$ cat src/source/nocPkg.sv
package nocPkg;

  // Flit kinds are one-hot: header 1, body 2, tail 4.
  typedef logic [2:0] flitIdT;

  // On a header flit the payload carries the grant budget in cycles.
  typedef logic [11:0] payloadT;

  typedef logic [2:0] portIdT;

  localparam flitIdT flitHeader = 3'b001;

  localparam int numPorts = 5;

  localparam portIdT portLocal = 3'd0;
  localparam portIdT portNorth = 3'd1;
  localparam portIdT portEast = 3'd2;
  localparam portIdT portWest = 3'd3;
  localparam portIdT portSouth = 3'd4;

endpackage

$ cat src/source/arbPkg.sv
package arbPkg;

  localparam int budgetWidth = 12;

  typedef logic [budgetWidth-1:0] budgetT;

  // One-hot, bit 0 is idle and bits 1 to 5 follow the port order.
  typedef enum logic [5:0]
  {
    idle = 6'b000001,
    grantL = 6'b000010,
    grantN = 6'b000100,
    grantE = 6'b001000,
    grantW = 6'b010000,
    grantS = 6'b100000
  } arbStateT;

endpackage

$ cat src/source/grantTimer.sv
`timescale 1ns/1ns

module grantTimer
(
  input  logic clk,
  input  logic rst,
  input  nocPkg::flitIdT flitId,
  input  nocPkg::payloadT payload,
  input  logic holding,
  input  logic run,
  output logic timesUp
);

  arbPkg::budgetT budget;
  arbPkg::budgetT count;

  always_ff @(posedge clk)
  begin
    if (rst)
    begin
      budget <= '0;
      count <= '0;
    end
    else
    begin
      if (holding && flitId == nocPkg::flitHeader)
        budget <= payload; // New packet, new budget.
      if (!run)
        count <= '0;
      else
        count <= count + 1'b1;
    end
  end

  assign timesUp = (count == budget);

endmodule

$ cat src/source/portArbiter.sv
`timescale 1ns/1ns

module portArbiter
(
  input  logic clk,
  input  logic rst,
  input  logic [nocPkg::numPorts-1:0] pending,
  input  nocPkg::flitIdT flitId0,
  input  nocPkg::flitIdT flitId1,
  input  nocPkg::flitIdT flitId2,
  input  nocPkg::flitIdT flitId3,
  input  nocPkg::flitIdT flitId4,
  input  nocPkg::payloadT payload0,
  input  nocPkg::payloadT payload1,
  input  nocPkg::payloadT payload2,
  input  nocPkg::payloadT payload3,
  input  nocPkg::payloadT payload4,
  output arbPkg::arbStateT grant
);

  arbPkg::arbStateT state;
  arbPkg::arbStateT nextState;
  nocPkg::flitIdT [nocPkg::numPorts-1:0] flitIdArr;
  nocPkg::payloadT [nocPkg::numPorts-1:0] payloadArr;
  logic [nocPkg::numPorts-1:0] granted;
  logic [nocPkg::numPorts-1:0] runTimer;
  logic [nocPkg::numPorts-1:0] timesUp;
  logic [2:0] startIdx;
  logic [2:0] idx;
  logic found;

  assign flitIdArr = {flitId4, flitId3, flitId2, flitId1, flitId0};
  assign payloadArr = {payload4, payload3, payload2, payload1, payload0};
  assign granted = state[5:1];

  for (genvar i = 0; i < nocPkg::numPorts; i++)
  begin : genTimer
    grantTimer timerInst
    (
      .clk(clk),
      .rst(rst),
      .flitId(flitIdArr[i]),
      .payload(payloadArr[i]),
      .holding(pending[i]),
      .run(runTimer[i]),
      .timesUp(timesUp[i])
    );
  end

  // Search begins after the current owner; idle behaves like South so L is checked first.
  always_comb
  begin
    case (state)
      arbPkg::grantL: startIdx = 3'd0;
      arbPkg::grantN: startIdx = 3'd1;
      arbPkg::grantE: startIdx = 3'd2;
      arbPkg::grantW: startIdx = 3'd3;
      default: startIdx = 3'd4;
    endcase
  end

  always_comb
  begin
    nextState = arbPkg::idle;
    runTimer = '0;
    found = 1'b0;
    idx = '0;
    if (|(granted & pending & ~timesUp))
    begin
      nextState = state; // Owner keeps the output.
      runTimer = granted;
    end
    else
    begin
      for (int k = 1; k <= nocPkg::numPorts; k++)
      begin
        idx = 3'((32'(startIdx) + k) % nocPkg::numPorts);
        if (!found && pending[idx])
        begin
          found = 1'b1;
          nextState = arbPkg::arbStateT'(6'b000010 << idx);
        end
      end
    end
  end

  always_ff @(posedge clk)
  begin
    if (rst)
      state <= arbPkg::idle;
    else
      state <= nextState;
  end

  assign grant = state;

endmodule

$ cat src/source/inputLink.sv
`timescale 1ns/1ns

module inputLink
(
  input  logic clk,
  input  logic rst,
  input  logic req,
  input  nocPkg::flitIdT flitIdIn,
  input  nocPkg::payloadT payloadIn,
  output logic ack,
  output logic pending,
  output nocPkg::flitIdT flitId,
  output nocPkg::payloadT payload,
  input  logic pop
);

  typedef enum logic [1:0]
  {
    linkIdle,
    linkCapture,
    linkAck
  } linkStateT;

  linkStateT state;
  logic accept;

  // A full holding register keeps ack low, which stalls the sender.
  assign accept = (state == linkIdle) && req && !pending;

  always_ff @(posedge clk)
  begin
    if (accept)
    begin
      flitId <= flitIdIn;
      payload <= payloadIn;
    end
  end

  always_ff @(posedge clk)
  begin
    if (rst)
    begin
      state <= linkIdle;
      ack <= 1'b0;
      pending <= 1'b0;
    end
    else
    begin
      if (pop)
        pending <= 1'b0;
      case (state)
        linkIdle:
        begin
          if (accept)
          begin
            pending <= 1'b1;
            state <= linkCapture;
          end
        end
        linkCapture:
        begin
          ack <= 1'b1; // Flit is safe, release the sender.
          state <= linkAck;
        end
        linkAck:
        begin
          if (!req)
          begin
            ack <= 1'b0;
            state <= linkIdle;
          end
        end
        default:
        begin
          ack <= 1'b0;
          state <= linkIdle;
        end
      endcase
    end
  end

endmodule

$ cat src/source/outputLink.sv
`timescale 1ns/1ns

module outputLink
(
  input  logic clk,
  input  logic rst,
  input  arbPkg::arbStateT grant,
  input  logic [nocPkg::numPorts-1:0] pending,
  input  nocPkg::flitIdT flitId0,
  input  nocPkg::flitIdT flitId1,
  input  nocPkg::flitIdT flitId2,
  input  nocPkg::flitIdT flitId3,
  input  nocPkg::flitIdT flitId4,
  input  nocPkg::payloadT payload0,
  input  nocPkg::payloadT payload1,
  input  nocPkg::payloadT payload2,
  input  nocPkg::payloadT payload3,
  input  nocPkg::payloadT payload4,
  output logic [nocPkg::numPorts-1:0] pop,
  output logic outReq,
  input  logic outAck,
  output nocPkg::flitIdT outFlitId,
  output nocPkg::payloadT outPayload,
  output nocPkg::portIdT outSrc
);

  typedef enum logic [1:0]
  {
    txIdle,
    txSend,
    txRelease
  } txStateT;

  txStateT state;
  logic [nocPkg::numPorts-1:0] granted;
  logic take;
  nocPkg::flitIdT selFlitId;
  nocPkg::payloadT selPayload;
  nocPkg::portIdT selSrc;

  assign granted = grant[5:1];
  assign take = (state == txIdle) && |(granted & pending);
  assign pop = take ? (granted & pending) : '0;

  always_comb
  begin
    selFlitId = flitId0;
    selPayload = payload0;
    selSrc = nocPkg::portLocal;
    case (grant)
      arbPkg::grantN:
      begin
        selFlitId = flitId1;
        selPayload = payload1;
        selSrc = nocPkg::portNorth;
      end
      arbPkg::grantE:
      begin
        selFlitId = flitId2;
        selPayload = payload2;
        selSrc = nocPkg::portEast;
      end
      arbPkg::grantW:
      begin
        selFlitId = flitId3;
        selPayload = payload3;
        selSrc = nocPkg::portWest;
      end
      arbPkg::grantS:
      begin
        selFlitId = flitId4;
        selPayload = payload4;
        selSrc = nocPkg::portSouth;
      end
      default:
      begin
        selSrc = nocPkg::portLocal; // Local, and don't care when idle.
      end
    endcase
  end

  always_ff @(posedge clk)
  begin
    if (take)
    begin
      outFlitId <= selFlitId;
      outPayload <= selPayload;
      outSrc <= selSrc;
    end
  end

  always_ff @(posedge clk)
  begin
    if (rst)
    begin
      state <= txIdle;
      outReq <= 1'b0;
    end
    else
    begin
      case (state)
        txIdle:
        begin
          if (take)
          begin
            outReq <= 1'b1;
            state <= txSend;
          end
        end
        txSend:
        begin
          if (outAck)
          begin
            outReq <= 1'b0;
            state <= txRelease;
          end
        end
        txRelease:
        begin
          if (!outAck)
            state <= txIdle; // Receiver finished its half.
        end
        default:
        begin
          outReq <= 1'b0;
          state <= txIdle;
        end
      endcase
    end
  end

endmodule

$ cat src/source/routerOutput.sv
`timescale 1ns/1ns

module routerOutput
(
  input  logic clk,
  input  logic rst,
  input  logic LReq,
  output logic LAck,
  input  nocPkg::flitIdT LFlitId,
  input  nocPkg::payloadT LPayload,
  input  logic NReq,
  output logic NAck,
  input  nocPkg::flitIdT NFlitId,
  input  nocPkg::payloadT NPayload,
  input  logic EReq,
  output logic EAck,
  input  nocPkg::flitIdT EFlitId,
  input  nocPkg::payloadT EPayload,
  input  logic WReq,
  output logic WAck,
  input  nocPkg::flitIdT WFlitId,
  input  nocPkg::payloadT WPayload,
  input  logic SReq,
  output logic SAck,
  input  nocPkg::flitIdT SFlitId,
  input  nocPkg::payloadT SPayload,
  output logic outReq,
  input  logic outAck,
  output nocPkg::flitIdT outFlitId,
  output nocPkg::payloadT outPayload,
  output nocPkg::portIdT outSrc
);

  logic [nocPkg::numPorts-1:0] pending;
  logic [nocPkg::numPorts-1:0] pop;
  nocPkg::flitIdT flitId0, flitId1, flitId2, flitId3, flitId4;
  nocPkg::payloadT payload0, payload1, payload2, payload3, payload4;
  arbPkg::arbStateT grant;

  inputLink linkL (.clk(clk), .rst(rst), .req(LReq), .flitIdIn(LFlitId), .payloadIn(LPayload),
    .ack(LAck), .pending(pending[0]), .flitId(flitId0), .payload(payload0), .pop(pop[0]));
  inputLink linkN (.clk(clk), .rst(rst), .req(NReq), .flitIdIn(NFlitId), .payloadIn(NPayload),
    .ack(NAck), .pending(pending[1]), .flitId(flitId1), .payload(payload1), .pop(pop[1]));
  inputLink linkE (.clk(clk), .rst(rst), .req(EReq), .flitIdIn(EFlitId), .payloadIn(EPayload),
    .ack(EAck), .pending(pending[2]), .flitId(flitId2), .payload(payload2), .pop(pop[2]));
  inputLink linkW (.clk(clk), .rst(rst), .req(WReq), .flitIdIn(WFlitId), .payloadIn(WPayload),
    .ack(WAck), .pending(pending[3]), .flitId(flitId3), .payload(payload3), .pop(pop[3]));
  inputLink linkS (.clk(clk), .rst(rst), .req(SReq), .flitIdIn(SFlitId), .payloadIn(SPayload),
    .ack(SAck), .pending(pending[4]), .flitId(flitId4), .payload(payload4), .pop(pop[4]));

  portArbiter arbInst (.clk(clk), .rst(rst), .pending(pending),
    .flitId0(flitId0), .flitId1(flitId1), .flitId2(flitId2), .flitId3(flitId3),
    .flitId4(flitId4), .payload0(payload0), .payload1(payload1), .payload2(payload2),
    .payload3(payload3), .payload4(payload4), .grant(grant));

  outputLink outInst (.clk(clk), .rst(rst), .grant(grant), .pending(pending),
    .flitId0(flitId0), .flitId1(flitId1), .flitId2(flitId2), .flitId3(flitId3),
    .flitId4(flitId4), .payload0(payload0), .payload1(payload1), .payload2(payload2),
    .payload3(payload3), .payload4(payload4), .pop(pop), .outReq(outReq), .outAck(outAck),
    .outFlitId(outFlitId), .outPayload(outPayload), .outSrc(outSrc));

endmodule

$ cat config.mk
export PLATFORM = sky130hd
export DESIGN_NAME = routerOutput
export DESIGN_NICKNAME = d
export VERILOG_FILES = /design/src/source/nocPkg.sv /design/src/source/arbPkg.sv /design/src/source/grantTimer.sv /design/src/source/portArbiter.sv /design/src/source/inputLink.sv /design/src/source/outputLink.sv /design/src/source/routerOutput.sv
export SDC_FILE = /design/constraint.sdc
export NUM_CORES = 1
export LEC_CHECK = 0
export ABC_CLOCK_PERIOD_IN_PS = 4410
export BUFFER_PORTS_ARGS = -buffer_cell sky130_fd_sc_hd__buf_4
export CAP_MARGIN = 15
export CORE_AREA = 2 2 153 155
export CTS_CLUSTER_DIAMETER = 40
export CTS_CLUSTER_SIZE = 24
export DETAILED_ROUTE_END_ITERATION = 7
export DIE_AREA = 0 0 155 157
export PLACE_DENSITY = 0.69
export SLEW_MARGIN = 40
export SYNTH_ARGS = -nofsm -noshare
export SYNTH_HDL_FRONTEND = slang
export SYNTH_HIERARCHICAL = 1
export SYNTH_SLANG_ARGS = --single-unit
$ cat constraint.sdc
create_clock -name clk -period 4.41 [get_ports clk]
set_clock_uncertainty 0.1 [all_clocks]
set_input_delay 0.2205 -clock clk [delete_from_list [all_inputs] [get_ports clk]]
set_output_delay 0.2205 -clock clk [all_outputs]
set_load 0.03 [all_outputs]
# [Yosys cells after proc, flatten, opt, wreduce, memory -nomap -nowiden]
# Index checks and enable logic that the tools add are counted.
[classes] n_addsub=10 div_mod_pow=5 magnitude_cmp=5 n_eq_ne=40 n_shift=5 muxes=76 n_bitwise=14 reduce_logical=54
[ops] op="$mod A32 B3 Y32 const B" count=5
[ops] op="$add A12 B1 Y12 const B" count=5
[ops] op="$eq A12 B12 Y1" count=5
[ops] op="$pmux W12 S4" count=1
[ops] op="$pmux W2 S3" count=6
[ops] op="$pmux W3 S4" count=3
[ops] op="$mux W1" count=35
[ops] op="$mux W6" count=5
[ops] op="$shl A2 B3 Y6 const A" count=5
[ops] op="$mux W2" count=13
[ops] op="$logic_and A1 B1 Y1" count=20
[ops] op="$lt A3 B4 Y1 const B" count=5
[ops] op="$reduce_and A2 Y1" count=10
[ops] op="$pmux W1 S3" count=6
[ops] op="$bmux W1 S3" count=5
[ops] op="$eq A3 B1 Y1 const B" count=5
[ops] op="$ne A2 B2 Y1 const B" count=7
[ops] op="$eq A2 B1 Y1 const B" count=6
[ops] op="$eq A2 B2 Y1 const B" count=6
[ops] op="$logic_not A2 Y1" count=6
[ops] op="$ne A2 B1 Y1 const B" count=6
[ops] op="$not A1 Y1" count=11
[ops] op="$and A5 B5 Y5" count=2
[ops] op="$mux W5" count=2
[ops] op="13 further kinds" count=29
[word_totals] reg_bits=242 output_inout_bits=24 word_cells=250

# [Longest topological paths before layout]
# Gate-level depths: netlist of run 1.
[depth] depth_word=23 ltp_mapped=15 mapped_depth_nobuf=12

# [By module]
# Netlist of run 1, hierarchy kept.
[modules_own_cells] module="grantTimer" instances=5 cells_per_inst=126 area_per_inst_um2=1079.8 seq_area_each_um2=480.5
[modules_own_cells] module="inputLink" instances=5 cells_per_inst=30 area_per_inst_um2=604.3 seq_area_each_um2=530.5
[modules_own_cells] module="outputLink" instances=1 cells_per_inst=171 area_per_inst_um2=1651.6 seq_area_each_um2=600.6
[modules_own_cells] module="portArbiter" instances=1 cells_per_inst=171 area_per_inst_um2=1159.9 seq_area_each_um2=120.1

# [Worst setup path after synthesis of run 1]
# OpenSTA, ideal clock, no wires.
[synth_timing] kind="register to register" from="reg arbInst.state[3] (netlist: arbInst/grant[3])" to="reg arbInst.state[3] (netlist: arbInst/grant[3])" t_arrival_ns=3.232 path_slack_ns=0.986 path_stages_with_launch=14 n_path_buf=4 period_less_slack_ns=3.424 cell_sequence="dfxtp_1 clkbuf_1 clkbuf_1 nor4_1 nand2_1 ha_1 buf_1 or4_1 a211oi_2 o31a_1 buf_6 nand3_4 o311a_1 nor4_1"
[synth_between] elab_chain_len=23
[synth_lines] item="start: declaration" line="portArbiter.sv:21" source="arbPkg::arbStateT state;"
[synth_lines] item="start signal: assignment" line="portArbiter.sv:90" source="state <= arbPkg::idle;"
[synth_lines] item="start signal: assignment" line="portArbiter.sv:92" source="state <= nextState;"
[synth_lines] item="$eq A6 B5 Y1, or another cell as far along" line="portArbiter.sv:53" source="case (state)"
[synth_lines] item="$pmux W3 S4" line="portArbiter.sv:53"
[synth_lines] item="$add A3 B1 Y4" line="portArbiter.sv:77" source="idx = 3'((32'(startIdx) + k) % nocPkg::numPorts);"
[synth_lines] item="$mod A32 B3 Y32" line="portArbiter.sv:77"
[synth_lines] item="$bmux W1 S3" line="portArbiter.sv:78" source="if (!found && pending[idx])"
[synth_lines] item="$mux W1 (implied by the code)" line="portArbiter.sv:78"
[synth_lines] item="$mux W1" line="portArbiter.sv:78"
[synth_lines] item="$mux W1" line="portArbiter.sv:68" source="if (|(granted & pending & ~timesUp))"
[synth_lines] item="[7 not listed]"
[synth_lines] item="$mux W1" line="portArbiter.sv:68"
[synth_lines] item="$logic_not A1 Y1" line="portArbiter.sv:78"
[synth_lines] item="$logic_and A1 B1 Y1" line="portArbiter.sv:78"
[synth_lines] item="$mux W1" line="portArbiter.sv:78"
[synth_lines] item="$mux W1" line="portArbiter.sv:68"
[synth_lines] item="$logic_not A1 Y1" line="portArbiter.sv:78"
[synth_lines] item="$logic_and A1 B1 Y1" line="portArbiter.sv:78"
[synth_lines] item="$mux W6" line="portArbiter.sv:78"
# Parallel ways exist; a longest one is shown, timed or not. The select of a mux whose other input is x is not followed.
# A chain may end at the register's enable or synchronous reset.

# [Worst setup path after layout of run 1]
[layout_timing] from="reg arbInst.state[0] (netlist: arbInst/grant[0])" to="reg arbInst.state[1] (netlist: arbInst/grant[1])"
[layout_between] elab_chain_len=23
[layout_lines] item="$eq A6 B5 Y1, or another cell as far along" line="portArbiter.sv:53"
[layout_lines] item="$pmux W3 S4 *" line="portArbiter.sv:53"
[layout_lines] item="$add A3 B1 Y4" line="portArbiter.sv:77"
[layout_lines] item="$mod A32 B3 Y32" line="portArbiter.sv:77"
[layout_lines] item="$bmux W1 S3" line="portArbiter.sv:78"
[layout_lines] item="$mux W1 (implied by the code)" line="portArbiter.sv:78"
[layout_lines] item="$mux W1" line="portArbiter.sv:78"
[layout_lines] item="$mux W1" line="portArbiter.sv:68"
[layout_lines] item="[7 not listed]"
[layout_lines] item="$mux W1" line="portArbiter.sv:68"
[layout_lines] item="$logic_not A1 Y1" line="portArbiter.sv:78"
[layout_lines] item="$logic_and A1 B1 Y1" line="portArbiter.sv:78"
[layout_lines] item="$mux W1" line="portArbiter.sv:78"
[layout_lines] item="$mux W1" line="portArbiter.sv:68"
[layout_lines] item="$logic_not A1 Y1" line="portArbiter.sv:78"
[layout_lines] item="$logic_and A1 B1 Y1" line="portArbiter.sv:78"
[layout_lines] item="$mux W6 *" line="portArbiter.sv:78"
# Mark *: on every way between the ends. The rest lies on a longest branch, timed or not. The select of a mux whose other input is x is not followed.

==> results of run 1 <==
[power groups by stage]
stage               combinational, uW  sequential (uW)  clock [uW]
finish                           1690             2740        2900
global route                     1820             2760        3030
CTS                              1660             2740        2930
detailed placement               1600             2780           0
global placement                 1580             2780           0
floorplan                        1140             2780           0
[final cells by class]
class	count	share of cell area
clock buffers	36	0.0633
flip-flops and latches	242	0.406
well taps	285	0.0251
repair buffers	196	0.118
inverters	21	0.00554
clock inverters	28	0.0235
multi-input cells	795	0.359
[sequential cells by signal, indices dropped and copies added, names as in the netlist, 12 cells and up]
| register | flops |
|---|---|
| arbInst/genTimer.timerInst/budget | 60 |
| arbInst/genTimer.timerInst/count | 60 |
| linkE/payload | 12 |
| linkL/payload | 12 |
| linkN/payload | 12 |
| linkS/payload | 12 |
| linkW/payload | 12 |
| outInst/outPayload | 12 |
[cells in the mapped netlist (7+ instances only)]
master	number	area [um^2]
sky130_fd_sc_hd__dfxtp_1	149	2980
sky130_fd_sc_hd__nand2_1	147	552
sky130_fd_sc_hd__a21oi_1	107	536
sky130_fd_sc_hd__edfxtp_1	93	2790
sky130_fd_sc_hd__xnor2_1	77	674
sky130_fd_sc_hd__nor2_1	48	180
sky130_fd_sc_hd__clkbuf_1	43	161
sky130_fd_sc_hd__o21ai_0	42	210
sky130_fd_sc_hd__and3b_1	31	272
sky130_fd_sc_hd__or4_1	24	180
sky130_fd_sc_hd__nand4_1	22	138
sky130_fd_sc_hd__inv_1	21	78.8
sky130_fd_sc_hd__nand2b_1	21	131
sky130_fd_sc_hd__nor3_1	21	105
sky130_fd_sc_hd__o31ai_1	21	158
sky130_fd_sc_hd__a22oi_1	17	128
sky130_fd_sc_hd__nand3_1	17	85.1
sky130_fd_sc_hd__and2_1	14	87.6
sky130_fd_sc_hd__buf_2	11	55.1
sky130_fd_sc_hd__nor2b_1	11	68.8
sky130_fd_sc_hd__nand3_2	10	100
sky130_fd_sc_hd__o21a_1	10	75.1
sky130_fd_sc_hd__o21ai_1	10	50.1
sky130_fd_sc_hd__o221ai_2	10	150
sky130_fd_sc_hd__or3_1	10	62.6
sky130_fd_sc_hd__a211oi_1	9	67.6
sky130_fd_sc_hd__nand3b_1	8	60.1
sky130_fd_sc_hd__xor2_1	8	70.1
sky130_fd_sc_hd__ha_1	7	87.6
sky130_fd_sc_hd__nor4_1	7	43.8
sky130_fd_sc_hd__o221ai_1	7	61.3
[critical path, delay by kind of cell (launching register included)]
family	cells	cell delay [ns]
AO/OA/AOI/OAI	4	0.86
adder cells (fa/ha/maj)	1	0.46
flip-flops	1	0.46
AND/OR/NAND/NOR	5	1.78
[kinds of logic (layout without fill, tap and decap cells)]
kind of cell,count (synthesis),after routing
buffers and inverters,85,281
muxes,3,3
and+or+nand+nor,436,436
DFF,242,242
xor gates and xnor gates,85,85
adders and majority gates,7,7
AOI/OAI and AO/OA,264,264
[layer usage]
metal	global-route usage	vias to the layer above
met5	0	-
met4	0.0648	0
met3	0.0454	50
met2	0.398	320
met1	0.316	4337
li1	-	4447
[per-stage QoR]
step           setup slack, ns  hold slack, ns
2_1_floorplan            0.986           0.183
3_3_place_gp             0.702           0.299
3_5_place_dp             0.670           0.300
4_1_cts                  0.668           0.186
5_1_grt                  0.377          0.0817
6_report                 0.600          0.0492
[final timing paths]
kind,endpoint,from
worst max-delay path,arbInst/grant[1]$_SDFFE_PP0P_,arbInst/grant[0]$_SDFFE_PP1P_
worst min-delay path,linkL/state[1]$_SDFFE_PP0P_,rst
worst max register to register,arbInst/grant[1]$_SDFFE_PP0P_,arbInst/grant[0]$_SDFFE_PP1P_
worst min register to register,outInst/outReq$_SDFFE_PP0P_,outInst/outReq$_SDFFE_PP0P_
[repair_timing]
| action | in CTS | in global routing |
|---|---|---|
| endpoints found under the hold margin | 89 | 0 |
| endpoints found under the setup margin | 0 | 0 |
| hold buffers | 81 | 0 |
==> results.yml, run 1 <==
synth:
  synth.ff_latch_count: 242
  synthXorXnorAreaFrac: 0.0663
  synth_top_family_by_area: "simple AND/OR/NAND/NOR gates"
  postSynth.asyncResetShare: 0
  synth_warnings: 6
  synth-seq-area-share: 0.514
  synth_enable_flop_cells: 93
  netlist_area_um2: 11200
  post_synth_mux_area_share: 0.00290
  post_synth.cell_area_avg_um2: 10.0
  fraction_of_the_mapped_netlist_area_in_simple_logic_gates: 0.225
  ys.flop_type: "sky130_fd_sc_hd__dfxtp_1"
  synth.distinct_cells: 73
  syn-num-nets: 1212
  synth_fa_ha_area_frac: 0.00780
  synth_compound_area_frac: 0.152
  number_of_instances_in_the_synthesized_netlist: 1122
clock_tree:
  cts-buffers-inserted: 35
  ctsLongestPathBuffers: 3
  cts_repair_resize_count: 0
  cts_root_buf: "sky130_fd_sc_hd__clkbuf_16"
  cts_post_setup_buffers_inserted: 0
  cts.clk_slew.worst_paths_ns: 0.06
  htree_levels: 2
  tritoncts_num_sinks: 242
  clk-insertion-delay-late_ns: 0.53
  clock_tree_from_tritoncts: "yes"
finish:
  area_of_the_multi_input_gates_um2: 5110
  layoutNonFillerInstCount: 1603
  area.sequential_um2: 5780
  nets: 1381
  final_core_util: 0.632
  layout.cell_area.non_filler_um2: 14200
  n_antenna_cell: 0
  layout-area-overhead-vs-synth_pct: 26.7
  layout.cells.most_common: "sky130_fd_sc_hd__dfxtp_1"
  share_of_post_route_cells_with_drive_strength_above_1: 0.177
  fillers: 1788
  layout_common_cells: "149 x sky130_fd_sc_hd__dfxtp_1, 147 x sky130_fd_sc_hd__nand2_1, 114 x sky130_fd_sc_hd__buf_4"
placement:
  place_area_um2: 12200
  placedCellCount: 1458
  port_buffers: 106
  dp_hpwl_mm: 20.3
  routabilityCongestion: 0.833
global_route:
  total_congestion_overflow: 0
  maximum_number_of_pins_on_one_net_before_global_route_repair: 79
  grt_pass1_vias: 8625
  grt_antenna_before_repair: 0
  grt.total_usage: 0.237
  grt_pass1_wl_mm: 45.5
pwr:
  power.clock.fraction: 0.395
  intPower_uw: 4990
  power.net_switching_uw: 2340
  power_uw: 7330
  power.static_leakage_uw: 0.00496
  power.share.sequential: 0.374
  power.combinational.fraction: 0.231
  power.density_nw_per_um2: 515
  vdd_ir_drop_max_mv: 0.367
  switching_share: 0.320
route:
  detailroute.wirelength.met2_mm: 14.3
  routedWlPerCell_um: 18.3
  highest-signal-layer: "met4"
  wl_met3_mm: 1.71
  detail_route.wirelength_mm: 29.4
  detail_route.first_pass.iterations: 6
  met1_wirelength_mm: 12.8
  vias: 9154
  drt-initial-drc-count: 768
  ant_nets: 0
  detailed_route_drc_error_count: 0
  routed_via_density: 5.71
timing:
  rsz0062_at_grt: "no"
  finalMaxSlewViolations: 0
  worst-slew-pin-transition_ns: 0.795
  report.final.setup_viol: 0
  final_hold_viol_count: 0
  min_period_ns: 3.81
  highest_attainable_clock_frequency_mhz: 262
  final.setup.tns_ns: 0
  final.period_utilization: 0.864
  timing.max_slew.rel_slack: 0.470
critical_path:
  timing.critical_path.slowest_stage_cell: "sky130_fd_sc_hd__or4_1"
  crit_path_start_kind: "flip-flop"
  critical_path_arrival_ns: 4.08
  worst_path_largest_cell_delay_ns: 0.57
  worstSetupEndpointType: "flip-flop"
  worst_reg_to_reg_path_cell_count: 10
  rrSetupSlack_ns: 0.60
  cp_max_fo: 15
  timing.critical_path.cells: "nor4_1 -> nand2_1 -> ha_1 -> or4_1 -> a211oi_2 -> o31a_1 -> nand4_1 -> nand2b_1 -> a21oi_1 -> a211oi_1"
  worst-endpoint-required_ns: 4.68
  category_of_the_critical_setup_timing_path: "flip-flop to flip-flop"
floorplan:
  die_width_um: 155
  initial_utilization: 0.499
  rows: 55
  ios: 107
  fp.dieArea_um2: 24300
  fp.dieH_um: 157
  core_region_area_um2: 22500
hold_path:
  min_path_cells: 2
  hold_path_class: "input port to flip-flop"
flow_run:
  drv.max_cap_violation_count: 0
run_status:
  outcome: "finished clean"
Note: power is estimated with default switching activity, not from simulation.
==> inputs of run 2 (changes only) <==
--- a/config.mk
+++ b/config.mk
@@ -5,7 +5,7 @@
 export SDC_FILE = /design/constraint.sdc
 export NUM_CORES = 1
 export LEC_CHECK = 0
-export ABC_CLOCK_PERIOD_IN_PS = 4410
+export ABC_CLOCK_PERIOD_IN_PS = 3410
 export BUFFER_PORTS_ARGS = -buffer_cell sky130_fd_sc_hd__buf_4
 export CAP_MARGIN = 15
 export CORE_AREA = 2 2 153 155
@@ -13,7 +13,9 @@
 export CTS_CLUSTER_SIZE = 24
 export DETAILED_ROUTE_END_ITERATION = 7
 export DIE_AREA = 0 0 155 157
-export PLACE_DENSITY = 0.69
+export GPL_TIMING_DRIVEN = 0
+export PLACE_DENSITY = 0.71
+export SETUP_SLACK_MARGIN = 0.1
 export SLEW_MARGIN = 40
 export SYNTH_ARGS = -nofsm -noshare
 export SYNTH_HDL_FRONTEND = slang
==> constraint.sdc (replaced) <==
create_clock -name clk -period 3.41 [get_ports clk]
set_clock_uncertainty 0.1 [all_clocks]
set_input_delay 0.1705 -clock clk [delete_from_list [all_inputs] [get_ports clk]]
set_output_delay 0.1705 -clock clk [all_outputs]
set_load 0.03 [all_outputs]
==> results.yml, run 2 (synthesis results as in run 1) <==
run_status:
  outcome: "finished clean"
placement:
  place_area_um2: 12400
  routabilityCongestion: 0.940
  dp_hpwl_mm: 21.1
  port_buffers: 106
timing:
  min_period_ns: 3.31
  timing.max_slew.rel_slack: 0.469
  worst-slew-pin-transition_ns: 0.791
  hold_ws_ns: 0.0832
  final.period_utilization: 0.971
  rsz0062_at_grt: "yes"
  report.final.setup_viol: 0
  final_hold_viol_count: 0
  highest_attainable_clock_frequency_mhz: 302
  final.setup.tns_ns: 0
  finalMaxSlewViolations: 0
hold_path:
  hold_path_class: "input port to flip-flop"
clock_tree:
  htree_levels: 2
  cts.clk_slew.worst_paths_ns: 0.05
  tritoncts_num_sinks: 242
  cts-buffers-inserted: 35
  cts_root_buf: "sky130_fd_sc_hd__clkbuf_16"
  ctsLongestPathBuffers: 3
  clock_tree_from_tritoncts: "yes"
  clk-insertion-delay-late_ns: 0.51
critical_path:
  cp_max_fo: 6
  worst-endpoint-required_ns: 3.70
  worstSetupEndpointType: "flip-flop"
  critical_path_arrival_ns: 3.60
  crit_path_start_kind: "flip-flop"
  category_of_the_critical_setup_timing_path: "flip-flop to flip-flop"
global_route:
  grt_antenna_before_repair: 0
  grt_pass1_vias: 9000
  grt_pass1_wl_mm: 47.4
  total_congestion_overflow: 0
  grt.total_usage: 0.247
  maximum_number_of_pins_on_one_net_before_global_route_repair: 55
floorplan:
  fp.dieH_um: 157
  ios: 107
  die_width_um: 155
  rows: 55
  initial_utilization: 0.499
  core_region_area_um2: 22500
  fp.dieArea_um2: 24300
finish:
  n_antenna_cell: 0
  nets: 1453
  layout-area-overhead-vs-synth_pct: 31.7
  layout.cell_area.non_filler_um2: 14800
  reg.largest.list: "arbInst/genTimer.timerInst/budget x60, arbInst/genTimer.timerInst/count x60"
  layout.cells.most_common: "sky130_fd_sc_hd__nand2_1"
  layout_common_cells: "145 x sky130_fd_sc_hd__nand2_1, 144 x sky130_fd_sc_hd__dfxtp_1, 126 x sky130_fd_sc_hd__buf_4"
  share_of_post_route_cells_with_drive_strength_above_1: 0.210
pwr:
  power.static_leakage_uw: 0.00522
  power.density_nw_per_um2: 678
  vdd_ir_drop_max_mv: 0.472
route:
  detailed_route_drc_error_count: 0
  detail_route.wirelength_mm: 31.0
  routed_via_density: 5.75
  ant_nets: 0
  detail_route.first_pass.iterations: 5
  drt-initial-drc-count: 797
  vias: 9631
  routedWlPerCell_um: 18.5
flow_run:
  drv.max_cap_violation_count: 0
[run 2: cell types whose count changed in the layout (fill, tap and decap cells not counted), sizes merged]
cell and delta:
buf +24, bufinv -2, clkbuf +57, clkinv -8, clkinvlp +2, inv -1
[run 2: metal layers]
layer / up-vias / wire length (um) / track usage
met3: 89 / 1840 / 0.0341
met5: - / 0 / 0
met1: 4570 / 13500 / 0.331
met2: 375 / 14500 / 0.410
met4: 0 / 1160 / 0.0926
li1: 4597 / - / -
[run 2: power by group]
part / internal [uW] / switching [uW]
sequential: 3300 / 205
combinational: 1190 / 1650
clock: 2310 / 1380
[run 2: cell type report]
| type | instances | area [um^2] |
|---|---|---|
| Buffer | 62 | 332 |
| Multi-Input combinational cell | 795 | 5260 |
| Tap cell | 285 | 357 |
| Clock buffer | 45 | 1020 |
| Clock inverter | 19 | 209 |
| Sequential cell | 242 | 5790 |
| Inverter | 21 | 78.8 |
| Fill cell | 1750 | 7710 |
| Timing Repair Buffer | 206 | 1760 |
[run 2: repair_timing]
item / in CTS / in global routing
hold endpoints to repair: 98 / 0
buffers inserted: 15 / 4
hold buffers: 81 / 0
gates resized for setup: 30 / 30
endpoints found under the setup margin: 6 / 13
pin swaps: 10 / 15
[run 2: final timing paths]
| check | from | slack, ns | cells after the start | to |
|---|---|---|---|---|
| setup / recovery | arbInst/grant[5]$_SDFFE_PP0P_ | 0.1 | 12 | arbInst/grant[3]$_SDFFE_PP0P_ |
| hold reg to reg | outInst/outReq$_SDFFE_PP0P_ | 0.37 | 2 | outInst/outReq$_SDFFE_PP0P_ |
| setup reg to reg | arbInst/grant[5]$_SDFFE_PP0P_ | 0.1 | 12 | arbInst/grant[3]$_SDFFE_PP0P_ |
| hold / removal | rst | 0.08 | 2 | linkN/state[0]$_SDFFE_PP0P_ |
[run 2: stage by stage]
stage	setup WS [ns]	utilization	instances	total power, uW
3_3_place_gp	-0.349	0.551	1513	5770
4_1_cts	0.128	0.652	1673	9840
6_report	0.0979	0.657	1675	10000
5_1_grt	-0.0105	0.657	1675	10400
2_1_floorplan	0.112	-	1122	5080
3_5_place_dp	-0.370	0.551	1513	5810
[run 2: critical path, cell delays in order (launching register included)]
cell,delay [ns]
sky130_fd_sc_hd__dfxtp_4,0.36
sky130_fd_sc_hd__or3_4,0.41
sky130_fd_sc_hd__nor3_4,0.25
sky130_fd_sc_hd__buf_4,0.16
sky130_fd_sc_hd__buf_4,0.11
sky130_fd_sc_hd__inv_1,0.11
sky130_fd_sc_hd__ha_1,0.23
sky130_fd_sc_hd__nor3_2,0.31
sky130_fd_sc_hd__a21oi_1,0.12
sky130_fd_sc_hd__o22ai_4,0.26
sky130_fd_sc_hd__nand3_4,0.13
sky130_fd_sc_hd__o311a_1,0.40
sky130_fd_sc_hd__nor4_2,0.26
==> inputs of run 3 (changes only) <==
--- a/config.mk
+++ b/config.mk
@@ -8,16 +8,15 @@
 export ABC_CLOCK_PERIOD_IN_PS = 3410
 export BUFFER_PORTS_ARGS = -buffer_cell sky130_fd_sc_hd__buf_4
 export CAP_MARGIN = 15
-export CORE_AREA = 2 2 153 155
+export CORE_AREA = 2 2 154 156
 export CTS_CLUSTER_DIAMETER = 40
 export CTS_CLUSTER_SIZE = 24
 export DETAILED_ROUTE_END_ITERATION = 7
-export DIE_AREA = 0 0 155 157
+export DIE_AREA = 0 0 156 158
 export GPL_TIMING_DRIVEN = 0
-export PLACE_DENSITY = 0.71
+export PLACE_DENSITY = 0.67
 export SETUP_SLACK_MARGIN = 0.1
 export SLEW_MARGIN = 40
 export SYNTH_ARGS = -nofsm -noshare
 export SYNTH_HDL_FRONTEND = slang
-export SYNTH_HIERARCHICAL = 1
 export SYNTH_SLANG_ARGS = --single-unit
==> results.yml, run 3 <==
clock_tree:
  cts-buffers-inserted: 31
  cts_root_buf: "sky130_fd_sc_hd__clkbuf_16"
  cts.clk_slew.worst_paths_ns: 0.06
  tritoncts_num_sinks: 242
  ctsLongestPathBuffers: 3
  clock_tree_from_tritoncts: "yes"
  clk-insertion-delay-late_ns: 0.57
  htree_levels: 1
hold_path:
  hold_path_class: "input port to flip-flop"
  worstHoldStart: "WPayload[6]"
  min_path_cells: 2
  min_delay_worst_endpoint: "linkW.payload[6]$_DFFE_PP_"
timing:
  report.final.setup_viol: 0
  finalMaxSlewViolations: 0
  worst_setup_margin_ns: 0.0793
  min_period_ns: 3.33
  timing.max_slew.rel_slack: 0.518
  worst-slew-pin-transition_ns: 0.723
  rsz0062_at_grt: "yes"
  final.period_utilization: 0.977
  final_hold_viol_count: 0
  highest_attainable_clock_frequency_mhz: 300
critical_path:
  category_of_the_critical_setup_timing_path: "flip-flop to flip-flop"
  rrSetupSlack_ns: 0.08
  critical_path_arrival_ns: 3.70
  worst-endpoint-required_ns: 3.78
  worstSetupEndpointType: "flip-flop"
  crit_path_start_kind: "flip-flop"
  worst_reg_to_reg_path_cell_count: 14
  terminus_of_the_critical_flop_to_flop_path: "arbInst.grant[1]$_SDFFE_PP0P_"
  timing.rr.start: "arbInst.grant[0]$_SDFFE_PP1P_"
  cp_max_fo: 6
placement:
  dp_worst_setup_slack_ns: -0.479
  port_buffers: 106
  dp_hpwl_mm: 21.3
  routabilityCongestion: 0.925
finish:
  layout-area-overhead-vs-synth_pct: 34.0
  layout.cells.most_common: "sky130_fd_sc_hd__nand2_1"
  reg.largest.list: "arbInst.genTimer.timerInst.budget x60, arbInst.genTimer.timerInst.count x60"
  share_of_post_route_cells_with_drive_strength_above_1: 0.208
  layout_common_cells: "157 x sky130_fd_sc_hd__nand2_1, 149 x sky130_fd_sc_hd__dfxtp_1, 131 x sky130_fd_sc_hd__buf_4"
  n_antenna_cell: 0
  nets: 1374
synth:
  synth_enable_flop_cells: 93
  synth_top_family_by_area: "simple AND/OR/NAND/NOR gates"
  netlist_area_um2: 10500
  synthXorXnorAreaFrac: 0.0979
  post_synth_mux_area_share: 0.00730
  synth.ff_latch_count: 242
  synth.top_cells.by_area: "sky130_fd_sc_hd__dfxtp_1 29%, sky130_fd_sc_hd__edfxtp_1 27%, sky130_fd_sc_hd__xor2_1 7.8%, sky130_fd_sc_hd__nand2_1 5.7%, sky130_fd_sc_hd__nor2_1 4.1%"
  synth-seq-area-share: 0.552
  post_synth.cell_area_avg_um2: 10.1
  synth_warnings: 0
  syn-num-nets: 1122
  number_of_instances_in_the_synthesized_netlist: 1031
  synth_fa_ha_area_frac: 0.00957
  fraction_of_the_mapped_netlist_area_in_simple_logic_gates: 0.186
  netlist.top_cell.by_area: "sky130_fd_sc_hd__dfxtp_1"
  postSynth.asyncResetShare: 0
  synth_most_common_cell: "sky130_fd_sc_hd__nand2_1"
  ys_top_cells_by_count: "158 x sky130_fd_sc_hd__nand2_1, 149 x sky130_fd_sc_hd__dfxtp_1, 113 x sky130_fd_sc_hd__nor2_1"
  ys.flop_type: "sky130_fd_sc_hd__dfxtp_1"
  synth.distinct_cells: 81
  synth_compound_area_frac: 0.117
  post-synth-top-area-fraction: 0.285
floorplan:
  initial_utilization: 0.454
  rows: 56
  fp.dieH_um: 158
  die_width_um: 156
  core_region_area_um2: 23100
  fp.dieArea_um2: 24600
  ios: 107
global_route:
  total_congestion_overflow: 0
  grt.total_usage: 0.240
  grt_pass1_vias: 8341
  grt_pass1_wl_mm: 45.8
  maximum_number_of_pins_on_one_net_before_global_route_repair: 17
  grt_antenna_before_repair: 1
route:
  detailed_route_drc_error_count: 0
  routed_via_density: 5.38
  detail_route.first_pass.iterations: 5
  detail_route.wirelength_mm: 29.8
  drt-initial-drc-count: 710
  routedWlPerCell_um: 18.7
  vias: 8600
  ant_nets: 0
pwr:
  power.density_nw_per_um2: 639
  power.static_leakage_uw: 0.00542
  vdd_ir_drop_max_mv: 0.450
  power_uw: 8960
flow_run:
  drv.max_cap_violation_count: 0
run_status:
  outcome: "finished clean"
-- run 3: cell types whose count changed after synthesis, moves of 19 or more --
cell,before,now
sky130_fd_sc_hd__a21oi_1,107,70
sky130_fd_sc_hd__a31oi_1,1,22
sky130_fd_sc_hd__and3b_1,31,0
sky130_fd_sc_hd__nor2_1,48,113
sky130_fd_sc_hd__o21ai_0,42,8
sky130_fd_sc_hd__o31ai_1,21,2
sky130_fd_sc_hd__or4_1,24,1
sky130_fd_sc_hd__xnor2_1,77,22
sky130_fd_sc_hd__xor2_1,8,93
-- run 3: area by class of cell --
class                           count  area, um^2
Clock inverter                     20         231
Timing Repair Buffer              219        1860
Fill cell                        1857        9030
Buffer                             54         267
Inverter                           14        66.3
Multi-Input combinational cell    721        4630
Clock buffer                       38         822
Tap cell                          290         363
Sequential cell                   242        5780
-- run 3: logic make-up after synthesis --
family,Yosys count
AOI/OAI and AO/OA,182
xor gates and xnor gates,116
adders and majority gates,8
buffers and inverters,68
DFF,242
muxes,7
and+or+nand+nor,408
-- run 3: worst max path at each step --
stage,startpoint,to,slack [ns]
after floorplan,arbInst.grant[2]$_SDFFE_PP0P_,linkW.pending$_SDFF_PP0_,0.14
after global placement,arbInst.grant[2]$_SDFFE_PP0P_,linkW.pending$_SDFF_PP0_,-1.76
after detailed placement,arbInst.grant[1]$_SDFFE_PP0P_,arbInst.grant[1]$_SDFFE_PP0P_,-0.48
after CTS,arbInst.grant[0]$_SDFFE_PP1P_,arbInst.grant[1]$_SDFFE_PP0P_,0.05
after global routing,arbInst.grant[0]$_SDFFE_PP1P_,arbInst.grant[3]$_SDFFE_PP0P_,-0.004
final,arbInst.grant[0]$_SDFFE_PP1P_,arbInst.grant[1]$_SDFFE_PP0P_,0.08
-- run 3: metal layers --
| metal | vias up | track usage | part of all wire |
|---|---|---|---|
| met5 | - | 0 | 0 |
| met3 | 54 | 0.0383 | 0.063 |
| met4 | 0 | 0.0778 | 0.026 |
| met1 | 4117 | 0.314 | 0.42 |
| met2 | 262 | 0.408 | 0.49 |
| li1 | 4167 | - | - |
-- run 3: repair_timing --
action / 4_1_cts / 5_1_grt
setup endpoints to repair: 26 / 7
pin swaps: 10 / 14
hold buffers: 82 / 0
gates resized for setup: 19 / 33
endpoints found under the hold margin: 106 / 0
setup buffers: 11 / 8
-- run 3: stage by stage --
stage	utilization	TNS, ns	std cells	hold slack, ns	instance area [um^2]
3_3_place_gp	0.504	-40.35	1427	0.249	11600
5_1_grt	0.608	-0.00583	1598	0.205	14000
6_report	0.608	0	1598	0.217	14000
3_5_place_dp	0.510	-2.53	1439	0.250	11700
2_1_floorplan	-	0	1031	0.169	10500
4_1_cts	0.599	0	1590	0.194	13800
-- run 3: worst max-delay path, stage by stage (launching register included) --
cell and delay (ns):
sky130_fd_sc_hd__dfxtp_1 0.31, sky130_fd_sc_hd__buf_6 0.13, sky130_fd_sc_hd__or4_4 0.50, sky130_fd_sc_hd__buf_6 0.14
sky130_fd_sc_hd__a21oi_4 0.15, sky130_fd_sc_hd__inv_2 0.09, sky130_fd_sc_hd__ha_4 0.18, sky130_fd_sc_hd__or3_1 0.32
sky130_fd_sc_hd__o32a_4 0.24, sky130_fd_sc_hd__nand2b_4 0.15, sky130_fd_sc_hd__a311oi_4 0.21, sky130_fd_sc_hd__buf_6 0.17
sky130_fd_sc_hd__buf_4 0.14, sky130_fd_sc_hd__nand4_2 0.18, sky130_fd_sc_hd__o221ai_2 0.24
-- run 3: power breakdown --
| group | internal, uW | switching [uW] |
|---|---|---|
| registers | 3260 | 150 |
| clock network | 1920 | 1350 |
| logic | 948 | 1340 |
